`src/hw/core_defines.svh`:
```
`ifndef CORE_DEFINES_SVH
`define CORE_DEFINES_SVH

// data path and pc width.
`define CORE_XLEN 32

// register file address width.
`define CORE_REG_AW 5

// program memory size in words.
`define CORE_IMEM_DEPTH 64

// word address width of the program memory.
`define CORE_IMEM_AW 6

// first fetch address out of reset.
`define CORE_RESET_PC 32'h0000_0000

`endif

```
`src/hw/core_pkg.sv`:
```
package core_pkg;

    // command handed from decode to execute.
    typedef enum logic [1:0] {
        CMD_NOP  = 2'd0, // no write, no halt.
        CMD_ADD  = 2'd1, // write src1 + src2 to des.
        CMD_HALT = 2'd2  // stop the core.
    } exu_cmd_t;

    // immediate formats the decoder can build.
    typedef enum logic [1:0] {
        IMM_NONE = 2'd0,
        IMM_I    = 2'd1, // sign-extended inst[31:20].
        IMM_U    = 2'd2  // inst[31:12] in the upper bits.
    } imm_type_t;

endpackage

```
`src/hw/decode_if.sv`:
```
`include "core_defines.svh"

// decoded operands, valid every cycle for the current instruction.
interface decode_if;

    core_pkg::exu_cmd_t      command;
    logic [`CORE_XLEN-1:0]   src1;
    logic [`CORE_XLEN-1:0]   src2;
    logic [`CORE_REG_AW-1:0] des;   // zero when nothing is written.

    modport decode (
        output command,
        output src1,
        output src2,
        output des
    );

    modport execute (
        input command,
        input src1,
        input src2,
        input des
    );

endinterface

```
`src/hw/fetch_unit.sv`:
```
`include "core_defines.svh"

module fetch_unit (
    input  logic                     clk,
    input  logic                     reset,
    input  logic                     halt,
    input  logic                     load_en,
    input  logic [`CORE_IMEM_AW-1:0] load_addr,
    input  logic [`CORE_XLEN-1:0]    load_data,
    output logic [`CORE_XLEN-1:0]    pc,
    output logic [`CORE_XLEN-1:0]    inst
);

    logic [`CORE_XLEN-1:0]    imem [`CORE_IMEM_DEPTH];
    logic [`CORE_IMEM_AW-1:0] word_idx;

    // program load port.
    always_ff @(posedge clk) begin
        if (load_en) begin
            imem[load_addr] <= load_data;
        end
    end

    assign word_idx = pc[`CORE_IMEM_AW+1:2]; // word aligned fetch.
    assign inst     = imem[word_idx];

    // one instruction per cycle until halt.
    always_ff @(posedge clk) begin
        if (reset) begin
            pc <= `CORE_RESET_PC;
        end else if (!halt) begin
            pc <= pc + `CORE_XLEN'd4;
        end
    end

endmodule

```
`src/hw/decode_unit.sv`:
```
`include "core_defines.svh"

module decode_unit (
    input  logic [`CORE_XLEN-1:0]    inst,
    input  logic [`CORE_XLEN-1:0]    pc,
    input  logic [`CORE_XLEN-1:0]    rdata1,
    output logic [`CORE_REG_AW-1:0]  raddr1,
    decode_if.decode                 dec
);

    localparam logic [6:0] OP_IMM    = 7'b0010011;
    localparam logic [6:0] OP_AUIPC  = 7'b0010111;
    localparam logic [6:0] OP_SYSTEM = 7'b1110011;
    localparam logic [2:0] F3_ADDI   = 3'b000;
    localparam logic [2:0] F3_PRIV   = 3'b000;

    logic [6:0]              opcode;
    logic [2:0]              funct3;
    logic                    reg1_ren;
    logic                    wreg_en;
    core_pkg::imm_type_t     imm_type;
    logic [`CORE_XLEN-1:0]   imm;

    assign opcode = inst[6:0];
    assign funct3 = inst[14:12];

    assign raddr1  = reg1_ren ? inst[19:15] : '0;
    assign dec.des = wreg_en ? inst[11:7] : '0;

    always_comb begin
        imm_type    = core_pkg::IMM_NONE;
        dec.command = core_pkg::CMD_NOP;
        reg1_ren    = 1'b0;
        wreg_en     = 1'b0;
        case (opcode)
            OP_IMM: begin
                if (funct3 == F3_ADDI) begin // addi.
                    imm_type    = core_pkg::IMM_I;
                    dec.command = core_pkg::CMD_ADD;
                    reg1_ren    = 1'b1;
                    wreg_en     = 1'b1;
                end
            end
            OP_AUIPC: begin // funct3 is part of the immediate.
                imm_type    = core_pkg::IMM_U;
                dec.command = core_pkg::CMD_ADD;
                wreg_en     = 1'b1;
            end
            OP_SYSTEM: begin
                if (funct3 == F3_PRIV) begin // ebreak.
                    dec.command = core_pkg::CMD_HALT;
                end
            end
            default: begin
            end
        endcase
    end

    always_comb begin
        case (imm_type)
            core_pkg::IMM_I: imm = {{(`CORE_XLEN-12){inst[31]}}, inst[31:20]};
            core_pkg::IMM_U: imm = {inst[31:12], 12'b0};
            default:         imm = '0;
        endcase
    end

    // operand order follows the adder in execute.
    always_comb begin
        case (imm_type)
            core_pkg::IMM_I: begin
                dec.src1 = imm;
                dec.src2 = rdata1;
            end
            core_pkg::IMM_U: begin
                dec.src1 = pc;
                dec.src2 = imm;
            end
            default: begin
                dec.src1 = '0;
                dec.src2 = '0;
            end
        endcase
    end

endmodule

```
`src/hw/reg_file.sv`:
```
`include "core_defines.svh"

module reg_file (
    input  logic                    clk,
    input  logic                    reset,
    input  logic [`CORE_REG_AW-1:0] raddr1,
    output logic [`CORE_XLEN-1:0]   rdata1,
    input  logic                    we,
    input  logic [`CORE_REG_AW-1:0] waddr,
    input  logic [`CORE_XLEN-1:0]   wdata
);

    logic [`CORE_XLEN-1:0] regs [2**`CORE_REG_AW];

    always_ff @(posedge clk) begin
        if (reset) begin
            for (int i = 0; i < 2**`CORE_REG_AW; i++) begin
                regs[i] <= '0;
            end
        end else if (we && (waddr != '0)) begin // x0 is never written.
            regs[waddr] <= wdata;
        end
    end

    assign rdata1 = (raddr1 == '0) ? '0 : regs[raddr1];

endmodule

```
`src/hw/execute_unit.sv`:
```
`include "core_defines.svh"

module execute_unit (
    input  logic                    clk,
    input  logic                    reset,
    decode_if.execute               dec,
    output logic                    wb_en,
    output logic [`CORE_REG_AW-1:0] wb_addr,
    output logic [`CORE_XLEN-1:0]   wb_data,
    output logic                    halt
);

    logic is_add;

    assign is_add = (dec.command == core_pkg::CMD_ADD);

    // write-back in the same cycle as the instruction.
    assign wb_en   = is_add && (dec.des != '0) && !halt && !reset;
    assign wb_addr = dec.des;
    assign wb_data = dec.src1 + dec.src2;

    // sticky until reset.
    always_ff @(posedge clk) begin
        if (reset) begin
            halt <= 1'b0;
        end else if (dec.command == core_pkg::CMD_HALT) begin
            halt <= 1'b1;
        end
    end

endmodule

```
`src/hw/core_top.sv`:
```
`include "core_defines.svh"

module core_top (
    input  logic                     clk,
    input  logic                     reset,
    input  logic                     load_en,
    input  logic [`CORE_IMEM_AW-1:0] load_addr,
    input  logic [`CORE_XLEN-1:0]    load_data,
    output logic [`CORE_XLEN-1:0]    pc,
    output logic                     wb_en,
    output logic [`CORE_REG_AW-1:0]  wb_addr,
    output logic [`CORE_XLEN-1:0]    wb_data,
    output logic                     halt
);

    logic [`CORE_XLEN-1:0]   inst;
    logic [`CORE_REG_AW-1:0] raddr1;
    logic [`CORE_XLEN-1:0]   rdata1;

    decode_if dec_bus ();

    fetch_unit u_fetch (
        .clk       (clk),
        .reset     (reset),
        .halt      (halt),
        .load_en   (load_en),
        .load_addr (load_addr),
        .load_data (load_data),
        .pc        (pc),
        .inst      (inst)
    );

    decode_unit u_decode (
        .inst   (inst),
        .pc     (pc),
        .rdata1 (rdata1),
        .raddr1 (raddr1),
        .dec    (dec_bus.decode)
    );

    reg_file u_regs (
        .clk    (clk),
        .reset  (reset),
        .raddr1 (raddr1),
        .rdata1 (rdata1),
        .we     (wb_en),   // write-back also drives the ports.
        .waddr  (wb_addr),
        .wdata  (wb_data)
    );

    execute_unit u_execute (
        .clk     (clk),
        .reset   (reset),
        .dec     (dec_bus.execute),
        .wb_en   (wb_en),
        .wb_addr (wb_addr),
        .wb_data (wb_data),
        .halt    (halt)
    );

endmodule

```
`config.mk`:
```
export PLATFORM = sky130hd
export DESIGN_NAME = core_top
export DESIGN_NICKNAME = d
export VERILOG_FILES = /design/src/hw/core_pkg.sv /design/src/hw/decode_if.sv /design/src/hw/fetch_unit.sv /design/src/hw/decode_unit.sv /design/src/hw/reg_file.sv /design/src/hw/execute_unit.sv /design/src/hw/core_top.sv
export VERILOG_INCLUDE_DIRS = /design/src /design/src/hw
export SDC_FILE = /design/constraint.sdc
export NUM_CORES = 2
export LEC_CHECK = 0
export BUFFER_PORTS_ARGS = -buffer_cell sky130_fd_sc_hd__buf_2
export CORE_AREA = 2 2 652 395
export DETAILED_ROUTE_END_ITERATION = 12
export DIE_AREA = 0 0 654 397
export PLACE_DENSITY = 0.73
export SKIP_CTS_REPAIR_TIMING = 1
export SLEW_MARGIN = 20
export SYNTH_ARGS = -nofsm -noshare
export SYNTH_HDL_FRONTEND = slang
export SYNTH_SLANG_ARGS = --single-unit
```
`constraint.sdc`:
```
create_clock -name clk -period 17.9 [get_ports clk]
set_input_delay 3.58 -clock clk [delete_from_list [all_inputs] [get_ports clk]]
set_output_delay 3.58 -clock clk [all_outputs]
set_load 0.005 [all_outputs]
```
### Word-level counts from Yosys, hierarchy flattened

Memories as Yosys holds them, arrays and structs flattened. A register that Yosys moved wholly into a read port is not among the register bits.
Index checks and enable logic that the tools add are counted.

* output and inout bits: 71
* bits in writable memories: 3072
* word-level logic and storage cells: 48
* bits of input ports: 41
* register bits after elaboration: 33
* memories kept: 2

* add/subtract/negate cells: 2
* reduce and logical (&&, ||, !) cells: 10
* equal/unequal tests: 7
* muxes and demuxes: 25

Memories
* u_fetch.imem: depth 64, width 32, read ports 1, clocked after memory_dff 1, write ports 1, line fetch_unit.sv:14 `` logic [`CORE_XLEN-1:0] imem [`CORE_IMEM_DEPTH]; ``
* u_regs.regs: depth 32, width 32, read ports 1, clocked after memory_dff 0, write ports 32, line reg_file.sv:13 `` logic [`CORE_XLEN-1:0] regs [2**`CORE_REG_AW]; ``

Operator list (count)
* $pmux W32 S2: 2
* $mux W32: 2
* $add A32 B3 Y32 const B: 1
* $add A32 B32 Y32: 1
* $reduce_or A32 Y1: 1
* $mux W31: 1
* $mux W5: 3
* $eq A7 B5 Y1 const B: 2
* $mux W6: 2
* $mux W1: 11
* $eq A7 B7 Y1 const B: 1
* $pmux W2 S3: 1
* $logic_not A5 Y1: 1
* $reduce_bool A5 Y1: 1
* $eq A2 B1 Y1 const B: 2
* $eq A2 B2 Y1 const B: 2
* $logic_and A1 B1 Y1: 4
* $pmux W2 S2: 1
* $logic_not A3 Y1: 1
* $logic_not A1 Y1: 2
* $mux W2: 1
* $pmux W1 S2: 1

### Longest topological paths before layout

* word-level depth: 14
* gate-level depth with buffers: 40
* mapped depth without buffers: 29

### Modules after synthesis

From an unflattened synthesis, not the netlist that was laid out.

* cells, all modules: 6868
* area total of the unflattened synthesis: 128420.7 um2

By module, submodules not included
* fetch_unit: seq. area each 62219.7 um2, cells an instance 3523, area each 79276.0 um2, times used 1
* reg_file: seq. area each 30749.5 um2, cells an instance 2951, area each 46425.8 um2, times used 1
* execute_unit: seq. area each 20.0 um2, cells an instance 252, area each 1816.7 um2, times used 1
* decode_unit: seq. area each 0.0 um2, cells an instance 142, area each 902.1 um2, times used 1

### Least setup slack after synthesis

No wires, ideal clock.

* path kind: register -> output
* start: reg (tool-made name)
* end: out wb_data[30]
* arrival time: 7947 ps
* required time: 14320 ps
* slack: 6373 ps
* path buffers: 9
* stages on the path, launching flop included: 36
* cell sequence: dfxtp_1 buf_6 buf_6 buf_2 buf_2 mux4_2 a22oi_1 nand3b_1 or3_1 a21oi_2 nand4_1 buf_2 clkinv_1 buf_2 buf_1 ha_1 clkbuf_1 inv_1 or3_1 nor2_2 nand3_1 o22ai_1 ha_1 a21o_1 a21oi_1 o21bai_1 a21oi_1 o21bai_1 a211oi_1 o21ai_0 a31oi_1 o21ai_0 a31oi_1 xor2_1 clkbuf_1 inv_1

RTL lines
* end: declaration: line core_top.sv:12 `` output logic [`CORE_XLEN-1:0] wb_data, ``

==> out/qor.yml <==
yosysUniqueCellTypes: 78
wl_per_cell_um: 34.5
slew_violations: 0
pwr_density_cell_nw_per_um2: 106
cts_tree: "done"
cp_max_fo: 55
dr.pass1.iters: 9
dpl.hpwl_mm: 230
worst_pin_slew_ns: 1.31
critical_path.slowest_cell: "dfxtp_4"
row_count: 144
worstHoldPathType: "reg -> reg"
track_usage_pct: 29.3
cp.arrival_ns: 12.59
seq_power_share_pct: 54.6
grt_pass1_wl_mm: 537
leakage_nw: 45.0
end_kind: "output pin"
synth_top_cell_by_area: "edfxtp_1"
yosysSeqAreaShare_pct: 73.6
netlist_area_sq_um: 126000
synthCells: 7398
finalPower_mw: 14.9
clockRootBuffer: "clkbuf_16"
hold_viol_final: 0
status: "finished clean"
clkTransAtPathRegs_ns: 0.07
die_w_um: 654
yosysTopAreaCellShare_pct: 73.0
vias: 74500
synth_ff_type: "edfxtp_1"
io-pin-count: 112
start_kind: "flip-flop"
slowest_delay_ns: 0.83
crit_family: "compound AO/OA/AOI/OAI gates"
period_share_pct: 90.3
gr-total-overflow: 0
ys_seq_elements: 3108
grt_max_degree: 135
placed_area_sq_um: 132000
vdd_drop_max_mv: 0.0763
clk_latency_ns: 0.88
path_class: "reg -> out"
ys_warn_count: 0
htree_levels: 5
slew_headroom_pct: 12.7
antenna_found_initial: 22
min_period_ns: 16.17
vias_per_cell: 6.68
clockPowerShare_pct: 39.9
critical_path_required_ns: 14.32
die_h_um: 397
cts.sinks: 3108
synth-async-reset-ratio_pct: 0
portBuffers: 109
die-area_sq_um: 260000
tns_ns: 0
drtIter0Drc: 13700
rsz0062_at_grt: "false"
fmaxAchievable_mhz: 61.8
cts-buffers-inserted: 284
syn_to_final_growth_pct: 11.4
intPower_mw: 11.7
syn_avg_cell_area_sq_um: 17.1
setup_viol: 0
final_net_count: 7581
crit_buf_inv: 7
combPwrFrac_pct: 5.6
fp.coreArea_sq_um: 254000
antenna_left: 0
p_sw_share_pct: 21.8
synth_edf_count: 3071
start_util_pct: 49.7
clock_skew_ns: 0.0655
power.switching_mw: 3.26
drv_cap: 0
wl_mm: 385
grt_pass1_vias: 70400
postLayoutCellArea_sq_um: 141000
clockBufferDepth: 4
drc: 0
ys_top_cells_by_area: "edfxtp_1 73%, mux4_2 9.8%, nor2_1 3.5%, mux2i_1 2.4%, a221oi_1 1.2%"
drive_gt1_share_pct: 19.5
gp_congestion: 0.988
[layout by cell type (no fill, tap or decap), types with 20 or more instances in the layout]
| cell type | synthesis | routed |
|---|---|---|
| a211o_1 | 31 | 30 |
| a211oi_1 | 41 | 39 |
| a21o_1 | 31 | 31 |
| a21oi_1 | 122 | 121 |
| a221o_1 | 27 | 27 |
| a221oi_1 | 171 | 171 |
| a22o_1 | 29 | 29 |
| a22oi_1 | 59 | 59 |
| a31oi_1 | 50 | 48 |
| and2_1 | 22 | 21 |
| and3_1 | 22 | 21 |
| buf_2 | 116 | 86 |
| buf_4 | 12 | 244 |
| clkbuf_1 | 367 | 67 |
| clkbuf_16 | 0 | 296 |
| clkinv_1 | 3 | 44 |
| clkinv_2 | 0 | 42 |
| conb_1 | 1 | 33 |
| dfxtp_1 | 37 | 31 |
| edfxtp_1 | 3071 | 3071 |
| ha_1 | 34 | 34 |
| inv_1 | 56 | 55 |
| mux2_2 | 63 | 63 |
| mux2i_1 | 305 | 305 |
| mux4_2 | 550 | 550 |
| nand2_1 | 284 | 279 |
| nand2b_1 | 48 | 23 |
| nand3_1 | 85 | 84 |
| nand4_1 | 31 | 31 |
| nor2_1 | 1183 | 1116 |
| nor2_4 | 0 | 66 |
| nor2b_1 | 31 | 30 |
| nor3_1 | 66 | 66 |
| o211ai_1 | 26 | 26 |
| o21ai_0 | 123 | 117 |
| o221ai_1 | 20 | 20 |
| o22ai_1 | 24 | 24 |
| xor2_1 | 28 | 20 |
[layer usage]
| metal | GRT usage [%] | wire length, um | vias to the layer above | part of all wire [%] |
|---|---|---|---|---|
| met5 | 0 | 91 | - | 0.024 |
| met2 | 39.4 | 158000 | 6301 | 41 |
| li1 | - | - | 29200 | - |
| met3 | 11.5 | 66900 | 736 | 17 |
| met1 | 44.3 | 148000 | 38200 | 38 |
| met4 | 8.17 | 12400 | 14 | 3.2 |
[sequential cells by signal (all words and copies together), names as in the netlist, named ones only]
signal,cells
u_regs.regs,1023
u_fetch.pc,30
u_fetch.imem,2048
u_execute.halt,1
[power groups by stage]
stage	registers (mW)	clock network, mW	logic [mW]
global placement	8.30	0	0.795
detailed placement	8.31	0	0.810
floorplan	8.28	0	0.488
finish	8.15	5.95	0.832
global route	8.15	6.26	0.862
CTS	8.15	5.98	0.816
[cells by family (layout without fill, tap and decap cells)]
| family | after synthesis | after routing | synth area share (%) |
|---|---|---|---|
| AO/OA/AOI/OAI | 833 | 833 | 4.78 |
| other | 1 | 42 | 0.00297 |
| multiplexers | 919 | 919 | 12.8 |
| XOR/XNOR | 51 | 51 | 0.354 |
| buffers and inverters | 614 | 892 | 2.05 |
| flip-flops | 3108 | 3108 | 73.6 |
| adder cells (fa/ha/maj) | 35 | 35 | 0.353 |
| AND/OR/NAND/NOR | 1837 | 1837 | 6.09 |
[synthesized netlist by cell type, drive strengths merged, types with 10 or more instances]
cell type / count
edfxtp: 3071
nor2: 1184
mux4: 550
clkbuf: 367
mux2i: 305
nand2: 284
buf: 185
a221oi: 172
o21ai: 125
a21oi: 123
nand3: 85
nor3: 68
mux2: 64
a22oi: 59
inv: 59
a31oi: 50
nand2b: 48
a211oi: 41
dfxtp: 37
ha: 34
a211o: 31
a21o: 31
nand4: 31
nor2b: 31
a22o: 29
and2: 29
xor2: 28
a221o: 27
o211ai: 27
o22ai: 24
xnor2: 23
and3: 22
o221ai: 20
or3: 17
o2111ai: 16
o21a: 12
o21bai: 10
[tightest hold or removal path: cells and delay by family, from the launching register on]
| family | cells | cell delay [ns] |
|---|---|---|
| AO/OA/AOI/OAI | 2 | 0.16 |
| flip-flops | 1 | 0.37 |
[final cells by class]
| cell class | count | area (sq um) |
|---|---|---|
| diodes | 9 | 22.5 |
| clock buffers | 367 | 7710 |
| clock inverters | 122 | 1060 |
| fillers | 19200 | 114000 |
| inverters | 62 | 239 |
| multi-input cells | 3708 | 31900 |
| flip-flops and latches | 3108 | 93000 |
| well taps | 3431 | 4290 |
| repair buffers | 341 | 2480 |
[metrics by stage]
stage	setup slack [ns]	util [%]	instances	hold WS, ns
after floorplan	6.37	-	7430	0.487
final	1.73	55.3	11100	0.572
after CTS	1.86	55.2	11100	0.568
after global placement	2.95	51.8	10600	0.540
after global routing	1.40	55.3	11100	0.611
after detailed placement	2.83	51.8	10600	0.556
[path summary, 6_finish.rpt]
| kind | from | to | slack [ns] | cells after the start |
|---|---|---|---|---|
| worst min register to register | u_fetch.pc[31] | u_fetch.pc[31] | 0.57 | 2 |
| worst max register to register | flip-flop | u_regs.regs[8][30] | 5.56 | 31 |
| worst min-delay path | u_fetch.pc[31] | u_fetch.pc[31] | 0.57 | 2 |
| worst max-delay path | flip-flop | wb_data[24] | 1.73 | 32 |
(Power assumes the default switching activity.)
